$ cat config.mk
export PLATFORM = sky130hd
export DESIGN_NAME = csr_file_top
export DESIGN_NICKNAME = d
export VERILOG_FILES = /design/src/design/csr_pkg.sv /design/src/design/csr_access_unit.sv /design/src/design/csr_counters.sv /design/src/design/csr_file_top.sv /design/src/design/csr_fp_regs.sv /design/src/design/csr_machine_regs.sv
export SDC_FILE = /design/constraint.sdc
export NUM_CORES = 1
export LEC_CHECK = 0
export ABC_AREA = 1
export BUFFER_PORTS_ARGS = -buffer_cell sky130_fd_sc_hd__buf_2
export CAP_MARGIN = 25
export CORE_MARGIN = 3
export CORE_UTILIZATION = 30
export CTS_CLUSTER_DIAMETER = 200
export DETAILED_ROUTE_END_ITERATION = 10
export HOLD_SLACK_MARGIN = 0.05
export PLACE_DENSITY = 0.6
export SETUP_SLACK_MARGIN = 0.1
export SLEW_MARGIN = 20
export SYNTH_ARGS = -nofsm -noshare
export SYNTH_HDL_FRONTEND = slang
export SYNTH_SLANG_ARGS = --single-unit
$ cat constraint.sdc
create_clock -name i_clk -period 1.82 [get_ports i_clk]
set_input_delay 0.273 -clock i_clk [delete_from_list [all_inputs] [get_ports i_clk]]
set_output_delay 0.273 -clock i_clk [all_outputs]
set_load 0.02 [all_outputs]
$ cat src/design/csr_pkg.sv
package csr_pkg;

  // ====================
  // Widths
  // ====================

  // One register word
  typedef logic [31:0] xlen_t;
  // CSR address field of the instruction
  typedef logic [11:0] csr_addr_t;
  // CSR operation, taken straight from funct3
  typedef logic [2:0] csr_op_t;
  // Counter and timer values
  typedef logic [63:0] counter_t;
  // FP exception flags, ordered NV DZ OF UF NX from msb down
  typedef logic [4:0] fp_flags_t;
  // FP rounding mode
  typedef logic [2:0] frm_t;

  // ====================
  // CSR addresses
  // ====================

  // Floating-point CSRs
  localparam csr_addr_t CSR_FFLAGS = 12'h001;
  localparam csr_addr_t CSR_FRM = 12'h002;
  localparam csr_addr_t CSR_FCSR = 12'h003;

  // Zicntr read-only counters, low halves then high halves
  localparam csr_addr_t CSR_CYCLE = 12'hC00;
  localparam csr_addr_t CSR_TIME = 12'hC01;
  localparam csr_addr_t CSR_INSTRET = 12'hC02;
  localparam csr_addr_t CSR_CYCLEH = 12'hC80;
  localparam csr_addr_t CSR_TIMEH = 12'hC81;
  localparam csr_addr_t CSR_INSTRETH = 12'hC82;

  // Machine-level CSRs
  localparam csr_addr_t CSR_MSTATUS = 12'h300;
  localparam csr_addr_t CSR_MISA = 12'h301;
  localparam csr_addr_t CSR_MIE = 12'h304;
  localparam csr_addr_t CSR_MTVEC = 12'h305;
  localparam csr_addr_t CSR_MSCRATCH = 12'h340;
  localparam csr_addr_t CSR_MEPC = 12'h341;
  localparam csr_addr_t CSR_MCAUSE = 12'h342;
  localparam csr_addr_t CSR_MTVAL = 12'h343;
  localparam csr_addr_t CSR_MIP = 12'h344;
  localparam csr_addr_t CSR_MHARTID = 12'hF14;

  // ====================
  // Zicsr operations
  // ====================

  localparam csr_op_t OP_RW = 3'b001;
  localparam csr_op_t OP_RS = 3'b010;
  localparam csr_op_t OP_RC = 3'b011;
  // Reserved encoding in the SYSTEM opcode space
  localparam csr_op_t OP_RSVD = 3'b100;
  localparam csr_op_t OP_RWI = 3'b101;
  localparam csr_op_t OP_RSI = 3'b110;
  localparam csr_op_t OP_RCI = 3'b111;

  // ====================
  // Bit positions
  // ====================

  localparam int MSTATUS_MIE_BIT = 3;
  localparam int MSTATUS_MPIE_BIT = 7;
  // Same positions are used by mip
  localparam int MIE_MSIE_BIT = 3;
  localparam int MIE_MTIE_BIT = 7;
  localparam int MIE_MEIE_BIT = 11;
  // frm sits above fflags inside fcsr
  localparam int FCSR_FRM_LSB = 5;

  // MXL=1 for RV32, extension bits A B F I M
  localparam xlen_t MISA_VALUE = 32'h4000_1123;

endpackage

$ cat src/design/csr_access_unit.sv
`timescale 1ns/1ps

module csr_access_unit (
  input  logic                i_clk,
  input  logic                i_rst,
  input  logic                i_csr_read_enable,
  input  csr_pkg::csr_addr_t  i_csr_address,
  input  csr_pkg::csr_op_t    i_csr_op,
  input  csr_pkg::xlen_t      i_csr_write_data,
  input  logic                i_csr_write_enable,
  input  csr_pkg::fp_flags_t  i_fflags,
  input  csr_pkg::fp_flags_t  i_fflags_fwd,
  input  csr_pkg::frm_t       i_frm,
  input  csr_pkg::xlen_t      i_mstatus,
  input  csr_pkg::xlen_t      i_mie,
  input  csr_pkg::xlen_t      i_mtvec,
  input  csr_pkg::xlen_t      i_mscratch,
  input  csr_pkg::xlen_t      i_mepc,
  input  csr_pkg::xlen_t      i_mcause,
  input  csr_pkg::xlen_t      i_mtval,
  input  csr_pkg::counter_t   i_cycle,
  input  csr_pkg::counter_t   i_instret,
  input  csr_pkg::counter_t   i_mtime,
  input  logic                i_msip,
  input  logic                i_mtip,
  input  logic                i_meip,
  output logic                o_wr_en,
  output csr_pkg::xlen_t      o_new_value,
  output csr_pkg::xlen_t      o_csr_read_data
);

  import csr_pkg::*;

  xlen_t fcsr_raw;
  xlen_t fcsr_fwd;
  xlen_t mip;
  xlen_t cur_value;
  xlen_t rd_data_d;

  // Commit only when the instruction is really executing
  assign o_wr_en = i_csr_read_enable & i_csr_write_enable;

  // fcsr views, raw for RMW and forwarded for reads
  always_comb begin
    fcsr_raw = '0;
    fcsr_raw[FCSR_FRM_LSB +: $bits(frm_t)] = i_frm;
    fcsr_raw[FCSR_FRM_LSB-1:0] = i_fflags;
    fcsr_fwd = fcsr_raw;
    fcsr_fwd[FCSR_FRM_LSB-1:0] = i_fflags_fwd;
  end

  // mip mirrors the interrupt lines
  always_comb begin
    mip = '0;
    mip[MIE_MSIE_BIT] = i_msip;
    mip[MIE_MTIE_BIT] = i_mtip;
    mip[MIE_MEIE_BIT] = i_meip;
  end

  // ====================
  // Read-modify-write
  // ====================

  // Current value, writable CSRs only
  always_comb begin
    case (i_csr_address)
      CSR_FFLAGS:   cur_value = xlen_t'(i_fflags);
      CSR_FRM:      cur_value = xlen_t'(i_frm);
      CSR_FCSR:     cur_value = fcsr_raw;
      CSR_MSTATUS:  cur_value = i_mstatus;
      CSR_MIE:      cur_value = i_mie;
      CSR_MTVEC:    cur_value = i_mtvec;
      CSR_MSCRATCH: cur_value = i_mscratch;
      CSR_MEPC:     cur_value = i_mepc;
      CSR_MCAUSE:   cur_value = i_mcause;
      CSR_MTVAL:    cur_value = i_mtval;
      default:      cur_value = '0;
    endcase
  end

  // Register and immediate forms share one rule
  always_comb begin
    case (i_csr_op)
      OP_RW, OP_RWI: o_new_value = i_csr_write_data;
      OP_RS, OP_RSI: o_new_value = cur_value | i_csr_write_data;
      OP_RC, OP_RCI: o_new_value = cur_value & ~i_csr_write_data;
      // Reserved op leaves the CSR unchanged
      default:       o_new_value = cur_value;
    endcase
  end

  // ====================
  // Read path
  // ====================

  always_comb begin
    rd_data_d = '0;
    if (i_csr_read_enable) begin
      case (i_csr_address)
        CSR_FFLAGS:   rd_data_d = xlen_t'(i_fflags_fwd);
        CSR_FRM:      rd_data_d = xlen_t'(i_frm);
        CSR_FCSR:     rd_data_d = fcsr_fwd;
        CSR_CYCLE:    rd_data_d = i_cycle[31:0];
        CSR_CYCLEH:   rd_data_d = i_cycle[63:32];
        CSR_TIME:     rd_data_d = i_mtime[31:0];
        CSR_TIMEH:    rd_data_d = i_mtime[63:32];
        CSR_INSTRET:  rd_data_d = i_instret[31:0];
        CSR_INSTRETH: rd_data_d = i_instret[63:32];
        CSR_MSTATUS:  rd_data_d = i_mstatus;
        CSR_MISA:     rd_data_d = MISA_VALUE;
        CSR_MIE:      rd_data_d = i_mie;
        CSR_MTVEC:    rd_data_d = i_mtvec;
        CSR_MSCRATCH: rd_data_d = i_mscratch;
        CSR_MEPC:     rd_data_d = i_mepc;
        CSR_MCAUSE:   rd_data_d = i_mcause;
        CSR_MTVAL:    rd_data_d = i_mtval;
        CSR_MIP:      rd_data_d = mip;
        // Single hart, always id zero
        CSR_MHARTID:  rd_data_d = '0;
        default:      rd_data_d = '0;
      endcase
    end
  end

  // One cycle of read latency
  always_ff @(posedge i_clk) begin
    if (i_rst) begin
      o_csr_read_data <= '0;
    end else begin
      o_csr_read_data <= rd_data_d;
    end
  end

  // Decode never issues the reserved funct3 as a CSR access
  a_no_rsvd_op : assert property (@(posedge i_clk) disable iff (i_rst)
    i_csr_read_enable |-> (i_csr_op != OP_RSVD));

endmodule

$ cat src/design/csr_counters.sv
`timescale 1ns/1ps

module csr_counters (
  input  logic              i_clk,
  input  logic              i_rst,
  input  logic              i_instruction_retired,
  output csr_pkg::counter_t o_cycle,
  output csr_pkg::counter_t o_instret
);

  import csr_pkg::*;

  counter_t cycle_q;
  counter_t instret_q;

  // ====================
  // Cycle counter
  // ====================

  // Free-running, counts every edge after reset
  always_ff @(posedge i_clk) begin
    if (i_rst) begin
      cycle_q <= '0;
    end else begin
      cycle_q <= cycle_q + counter_t'(1);
    end
  end

  // ====================
  // Retired instructions
  // ====================

  // One count per retire pulse
  always_ff @(posedge i_clk) begin
    if (i_rst) begin
      instret_q <= '0;
    end else if (i_instruction_retired) begin
      instret_q <= instret_q + counter_t'(1);
    end
  end

  // Full 64-bit values, the read mux picks the halves
  assign o_cycle = cycle_q;
  assign o_instret = instret_q;

endmodule

$ cat src/design/csr_file_top.sv
`timescale 1ns/1ps

module csr_file_top (
  input  logic               i_clk,
  input  logic               i_rst,
  // CSR access from the execute stage
  input  logic               i_csr_read_enable,
  input  csr_pkg::csr_addr_t i_csr_address,
  input  csr_pkg::csr_op_t   i_csr_op,
  input  csr_pkg::xlen_t     i_csr_write_data,
  input  logic               i_csr_write_enable,
  output csr_pkg::xlen_t     o_csr_read_data,
  // Retire and interrupt lines
  input  logic               i_instruction_retired,
  input  logic               i_msip,
  input  logic               i_mtip,
  input  logic               i_meip,
  input  csr_pkg::counter_t  i_mtime,
  // Trap unit
  input  logic               i_trap_taken,
  input  csr_pkg::xlen_t     i_trap_pc,
  input  csr_pkg::xlen_t     i_trap_cause,
  input  csr_pkg::xlen_t     i_trap_value,
  input  logic               i_mret_taken,
  output csr_pkg::xlen_t     o_mstatus,
  output csr_pkg::xlen_t     o_mie,
  output csr_pkg::xlen_t     o_mtvec,
  output csr_pkg::xlen_t     o_mepc,
  // FPU
  input  csr_pkg::fp_flags_t i_fp_flags,
  input  logic               i_fp_flags_valid,
  output csr_pkg::frm_t      o_frm
);

  import csr_pkg::*;

  // Write path shared by both register peers
  logic wr_en;
  xlen_t new_value;

  // Values only the access unit needs
  xlen_t mscratch;
  xlen_t mcause;
  xlen_t mtval;
  fp_flags_t fflags;
  fp_flags_t fflags_fwd;
  counter_t cycle;
  counter_t instret;

  // ====================
  // Access unit
  // ====================

  csr_access_unit access_i (
    .i_clk              (i_clk),
    .i_rst              (i_rst),
    .i_csr_read_enable  (i_csr_read_enable),
    .i_csr_address      (i_csr_address),
    .i_csr_op           (i_csr_op),
    .i_csr_write_data   (i_csr_write_data),
    .i_csr_write_enable (i_csr_write_enable),
    .i_fflags           (fflags),
    .i_fflags_fwd       (fflags_fwd),
    .i_frm              (o_frm),
    .i_mstatus          (o_mstatus),
    .i_mie              (o_mie),
    .i_mtvec            (o_mtvec),
    .i_mscratch         (mscratch),
    .i_mepc             (o_mepc),
    .i_mcause           (mcause),
    .i_mtval            (mtval),
    .i_cycle            (cycle),
    .i_instret          (instret),
    .i_mtime            (i_mtime),
    .i_msip             (i_msip),
    .i_mtip             (i_mtip),
    .i_meip             (i_meip),
    .o_wr_en            (wr_en),
    .o_new_value        (new_value),
    .o_csr_read_data    (o_csr_read_data)
  );

  // ====================
  // Register peers
  // ====================

  csr_counters counters_i (
    .i_clk                 (i_clk),
    .i_rst                 (i_rst),
    .i_instruction_retired (i_instruction_retired),
    .o_cycle               (cycle),
    .o_instret             (instret)
  );

  csr_machine_regs machine_i (
    .i_clk         (i_clk),
    .i_rst         (i_rst),
    .i_wr_en       (wr_en),
    .i_csr_address (i_csr_address),
    .i_new_value   (new_value),
    .i_trap_taken  (i_trap_taken),
    .i_trap_pc     (i_trap_pc),
    .i_trap_cause  (i_trap_cause),
    .i_trap_value  (i_trap_value),
    .i_mret_taken  (i_mret_taken),
    .o_mstatus     (o_mstatus),
    .o_mie         (o_mie),
    .o_mtvec       (o_mtvec),
    .o_mscratch    (mscratch),
    .o_mepc        (o_mepc),
    .o_mcause      (mcause),
    .o_mtval       (mtval)
  );

  csr_fp_regs fp_i (
    .i_clk            (i_clk),
    .i_rst            (i_rst),
    .i_wr_en          (wr_en),
    .i_csr_address    (i_csr_address),
    .i_new_value      (new_value),
    .i_fp_flags       (i_fp_flags),
    .i_fp_flags_valid (i_fp_flags_valid),
    .o_fflags         (fflags),
    .o_fflags_fwd     (fflags_fwd),
    .o_frm            (o_frm)
  );

endmodule

$ cat src/design/csr_fp_regs.sv
`timescale 1ns/1ps

module csr_fp_regs (
  input  logic               i_clk,
  input  logic               i_rst,
  input  logic               i_wr_en,
  input  csr_pkg::csr_addr_t i_csr_address,
  input  csr_pkg::xlen_t     i_new_value,
  input  csr_pkg::fp_flags_t i_fp_flags,
  input  logic               i_fp_flags_valid,
  output csr_pkg::fp_flags_t o_fflags,
  output csr_pkg::fp_flags_t o_fflags_fwd,
  output csr_pkg::frm_t      o_frm
);

  import csr_pkg::*;

  logic fp_wr;
  fp_flags_t new_flags;

  // Any write that touches fflags or frm
  assign fp_wr = i_wr_en &&
                 ((i_csr_address == CSR_FFLAGS) ||
                  (i_csr_address == CSR_FRM) ||
                  (i_csr_address == CSR_FCSR));

  // Flags retiring from writeback this cycle
  assign new_flags = i_fp_flags_valid ? i_fp_flags : '0;

  // ====================
  // fflags and frm
  // ====================

  // CSR write beats accumulation
  always_ff @(posedge i_clk) begin
    if (i_rst) begin
      o_fflags <= '0;
      // Round to nearest even
      o_frm <= '0;
    end else if (fp_wr) begin
      case (i_csr_address)
        CSR_FFLAGS: o_fflags <= i_new_value[$bits(fp_flags_t)-1:0];
        CSR_FRM:    o_frm <= i_new_value[$bits(frm_t)-1:0];
        default: begin
          // fcsr carries both fields
          o_fflags <= i_new_value[FCSR_FRM_LSB-1:0];
          o_frm <= i_new_value[FCSR_FRM_LSB +: $bits(frm_t)];
        end
      endcase
    end else begin
      // Sticky, cleared only by software
      o_fflags <= o_fflags | new_flags;
    end
  end

  // Same-cycle view for reads of fflags and fcsr
  assign o_fflags_fwd = o_fflags | new_flags;

endmodule

$ cat src/design/csr_machine_regs.sv
`timescale 1ns/1ps

module csr_machine_regs (
  input  logic               i_clk,
  input  logic               i_rst,
  input  logic               i_wr_en,
  input  csr_pkg::csr_addr_t i_csr_address,
  input  csr_pkg::xlen_t     i_new_value,
  input  logic               i_trap_taken,
  input  csr_pkg::xlen_t     i_trap_pc,
  input  csr_pkg::xlen_t     i_trap_cause,
  input  csr_pkg::xlen_t     i_trap_value,
  input  logic               i_mret_taken,
  output csr_pkg::xlen_t     o_mstatus,
  output csr_pkg::xlen_t     o_mie,
  output csr_pkg::xlen_t     o_mtvec,
  output csr_pkg::xlen_t     o_mscratch,
  output csr_pkg::xlen_t     o_mepc,
  output csr_pkg::xlen_t     o_mcause,
  output csr_pkg::xlen_t     o_mtval
);

  import csr_pkg::*;

  // Implemented mstatus bits
  logic mstatus_mie;
  logic mstatus_mpie;
  // Implemented mie bits
  logic mie_msie;
  logic mie_mtie;
  logic mie_meie;

  // Write strobes per register
  logic wr_mstatus;
  logic wr_mie;
  logic wr_mtvec;
  logic wr_mscratch;
  logic wr_mepc;
  logic wr_mcause;
  logic wr_mtval;

  assign wr_mstatus = i_wr_en && (i_csr_address == CSR_MSTATUS);
  assign wr_mie = i_wr_en && (i_csr_address == CSR_MIE);
  assign wr_mtvec = i_wr_en && (i_csr_address == CSR_MTVEC);
  assign wr_mscratch = i_wr_en && (i_csr_address == CSR_MSCRATCH);
  assign wr_mepc = i_wr_en && (i_csr_address == CSR_MEPC);
  assign wr_mcause = i_wr_en && (i_csr_address == CSR_MCAUSE);
  assign wr_mtval = i_wr_en && (i_csr_address == CSR_MTVAL);

  // ====================
  // mstatus and mie
  // ====================

  // Trap wins over MRET, MRET wins over a CSR write
  always_ff @(posedge i_clk) begin
    if (i_rst) begin
      mstatus_mie <= 1'b0;
      mstatus_mpie <= 1'b0;
    end else if (i_trap_taken) begin
      // Stack MIE into MPIE and mask interrupts
      mstatus_mpie <= mstatus_mie;
      mstatus_mie <= 1'b0;
    end else if (i_mret_taken) begin
      // Pop the stacked enable
      mstatus_mie <= mstatus_mpie;
      mstatus_mpie <= 1'b1;
    end else if (wr_mstatus) begin
      mstatus_mie <= i_new_value[MSTATUS_MIE_BIT];
      mstatus_mpie <= i_new_value[MSTATUS_MPIE_BIT];
    end
  end

  // Only the three M-mode enables are implemented
  always_ff @(posedge i_clk) begin
    if (i_rst) begin
      mie_msie <= 1'b0;
      mie_mtie <= 1'b0;
      mie_meie <= 1'b0;
    end else if (wr_mie) begin
      mie_msie <= i_new_value[MIE_MSIE_BIT];
      mie_mtie <= i_new_value[MIE_MTIE_BIT];
      mie_meie <= i_new_value[MIE_MEIE_BIT];
    end
  end

  // ====================
  // Trap state words
  // ====================

  always_ff @(posedge i_clk) begin
    if (i_rst) begin
      o_mtvec <= '0;
      o_mscratch <= '0;
      o_mepc <= '0;
      o_mcause <= '0;
      o_mtval <= '0;
    end else begin
      // Vector base, mode bits forced to direct
      if (wr_mtvec) begin
        o_mtvec <= {i_new_value[31:2], 2'b00};
      end
      if (wr_mscratch) begin
        o_mscratch <= i_new_value;
      end
      if (i_trap_taken) begin
        // Capture the faulting context
        o_mepc <= i_trap_pc;
        o_mcause <= i_trap_cause;
        o_mtval <= i_trap_value;
      end else begin
        // Halfword aligned for compressed code
        if (wr_mepc) begin
          o_mepc <= {i_new_value[31:1], 1'b0};
        end
        if (wr_mcause) begin
          o_mcause <= i_new_value;
        end
        if (wr_mtval) begin
          o_mtval <= i_new_value;
        end
      end
    end
  end

  // Architectural views, unimplemented bits read zero
  always_comb begin
    o_mstatus = '0;
    o_mstatus[MSTATUS_MIE_BIT] = mstatus_mie;
    o_mstatus[MSTATUS_MPIE_BIT] = mstatus_mpie;
    o_mie = '0;
    o_mie[MIE_MSIE_BIT] = mie_msie;
    o_mie[MIE_MTIE_BIT] = mie_mtie;
    o_mie[MIE_MEIE_BIT] = mie_meie;
  end

  // Trap unit never enters and returns in the same cycle
  a_trap_mret_excl : assert property (@(posedge i_clk) disable iff (i_rst)
    !(i_trap_taken && i_mret_taken));

endmodule

==> metrics.csv <==
metric;value;unit
yosys_most_used_dff;dfxtp_1;
port_buffers;323;
grt_pass1_wl;139;mm
p_leak;13.4;nW
required;2.28;ns
die_x;258;um
tightest_slew;0.651;ns
hold_ws;0.0730;ns
seq_area_frac_synth;34.7;%
cts.clk_slew.worst_paths;0.06;ns
dp_hpwl;72.4;mm
violations;negative setup slack;
top_layer;met5;
crit_chain;ha_4 > nand3_4 > nor2_4 > nand2_2 > nor2_4 > nand2_2 > nor2_4 > nand2_4 > nor2_4 > nand3_2 > o21ai_2 > a21oi_1;
met3_length;8.82;mm
layout_common_cells;buf_4, nand2_1, a21oi_1, inv_1, buf_2;
slew_headroom;56.6;%
setup_viol;6;
die_height;258;um
max_stage_delay;0.37;ns
fin_ws;-0.0677;ns
synth_edf_count;0;
core_area;0.0624;mm^2
hold_viol_final;0;
ys_warn_count;0;
ys_types;46;
synth_seq_cells;331;
totalWireLength;95.5;mm
cellPowerDensity;606;mW/mm^2
wl_per_cell;20.0;um
worstSetupEndpointType;flop;
fmax;530;MHz
grt_pass1_vias;22800;
cts_buffers;41;
irDropWorstVdd;0.502;mV
clock_sinks;331;
grt-ovfl-total;0;
root_buffer;clkbuf_16;
avgSynthCellArea;6.40;um^2
dpl_cell_area;0.0254;mm^2
slew_viol_final;0;
vias_per_cell;5.10;
fp.dieArea;0.0668;mm^2
vias;24400;
synthArstFlopShare;0;%
final.min_clock_period;1.89;ns
drtPass1Iterations;5;
grt.total_usage;26.9;%
crit_path_max_fanout;7;
clock_latency;0.59;ns
wl_met2;43.7;mm
cap_violations;0;
hold_class;in -> reg;
stdcell_area;0.0300;mm^2
start_util;30.6;%
htree_num_levels;2;
ant_nets;0;
synth_cells;2988;
critPathMostFrequentCell;nor2_4;
drc;0;
grt_max_degree;98;
path_class;reg -> reg;
nets;4130;
drive_gt1_share;35.5;%
io_pins;386;
antenna_found_initial;4;
fp-row-count;91;
gp_congestion;0.972;
fin_crit_sh;104;%
area_growth;56.8;%
run_status;finished with violations;
cts.path.max_buffers;3;
critPathSlowestCell;dfxtp_4;
worst_clock_skew;0.0273;ns
rsz0062_at_grt;yes;
layout_commonest_cell;buf_4;
start_kind;flop;
drt-initial-drc-count;2262;
syn_area;0.0191;mm^2
cts_tree;built;
worstPathArrival;2.35;ns
wl_met1;39.9;mm
## state kept, by name, summed over array words and instances (netlist names), 30 cells and up
| signal | flops |
|---|---|
| access_i.o_csr_read_data | 32 |
| counters_i.o_cycle | 64 |
| counters_i.o_instret | 64 |
| machine_i.o_mcause | 32 |
| machine_i.o_mepc | 32 |
| machine_i.o_mscratch | 32 |
| machine_i.o_mtval | 32 |
| machine_i.o_mtvec | 30 |
## synth_stat cells (17+ instances only)
cell       count  area share [%]
dfxtp_1      331              35
o22ai_1       36             1.2
a21oi_1      395              10
nand4_1       50             1.6
nand3_1      127             3.3
nor2_1       291             5.7
nor3_1        90             2.4
nand2_1      541              11
inv_1        402             7.9
o211ai_1      21            0.82
o2111ai_1     17            0.78
buf_2         19            0.50
o21ai_0      296             7.8
xor2_1        21            0.96
buf_4         77             3.0
o21ai_1       36            0.94
clkbuf_1      90             1.8
## what timing repair did
| action | in CTS | in global routing |
|---|---|---|
| endpoints found under the setup margin | 93 | 109 |
| endpoints found under the hold margin | 88 | 0 |
| hold buffers | 87 | 0 |
| buffers inserted | 26 | 47 |
| pin swaps | 67 | 128 |
| cloned | 0 | 1 |
| gates resized for setup | 199 | 320 |
## critical path, delay by kind of cell (launching register included)
| kind | cells | cell delay, ns |
|---|---|---|
| AOI/OAI and AO/OA | 2 | 0.18 |
| adders and majority gates | 1 | 0.14 |
| DFF | 1 | 0.37 |
| and+or+nand+nor | 9 | 1.07 |
## layout make-up
cell class,instances,area (um^2)
Fill cell,6297,32400
Multi-Input combinational cell,2108,11700
Timing Repair Buffer,1007,7570
Sequential cell,331,6730
Inverter,416,1580
Clock buffer,57,1190
Tap cell,837,1050
Clock inverter,15,209
Antenna cell,1,2.50
## path summary, 6_finish.rpt
| path | start | end | slack (ns) | cells past startpoint |
|---|---|---|---|---|
| min | i_trap_cause[19] | machine_i.o_mcause[19] | 0.07 | 3 |
| max | counters_i.o_cycle[0] | counters_i.o_cycle[30] | -0.07 | 12 |
| min reg2reg | counters_i.o_cycle[62] | counters_i.o_cycle[62] | 0.47 | 2 |
| max reg2reg | counters_i.o_cycle[0] | counters_i.o_cycle[30] | -0.07 | 12 |
## per-layer routing
metal / global-route usage [%] / vias up
met5: 0 / -
met4: 7.95 / 4
met3: 4.16 / 198
met2: 44.1 / 1240
met1: 36.5 / 11300
li1: - / 11600
## report_power, final
group	switching (mW)	leakage [nW]	internal [mW]
registers	0.127	2.72	7.40
logic	1.19	10.0	0.791
clock network	3.52	0.692	5.14
total	4.83	13.4	13.3
## metrics by stage
step | total power [mW] | util (%) | setup TNS (ns) | setup WS (ns) | std cells
after floorplan | 8.58 | - | 0 | 0.0111 | 3048
after global placement | 9.44 | 40.7 | -48.83 | -0.491 | 4541
after detailed placement | 9.43 | 40.7 | -51.34 | -0.500 | 4541
after CTS | 18.2 | 45.7 | -0.178 | -0.0587 | 4726
after global routing | 18.7 | 48.0 | -1.69 | -0.156 | 4771
final | 18.2 | 48.0 | -0.176 | -0.0677 | 4772
## cell families after synthesis
logic type      count (synthesis)  share of synthesized area [%]
compound gates                821                           22.6
xor+xnor                       27                           1.24
fa+ha+maj                       2                          0.131
buf+inv                       610                           13.8
flops                         331                           34.7
other cells                     1                         0.0196
simple gates                 1196                           27.6
(Power assumes the default switching activity.)
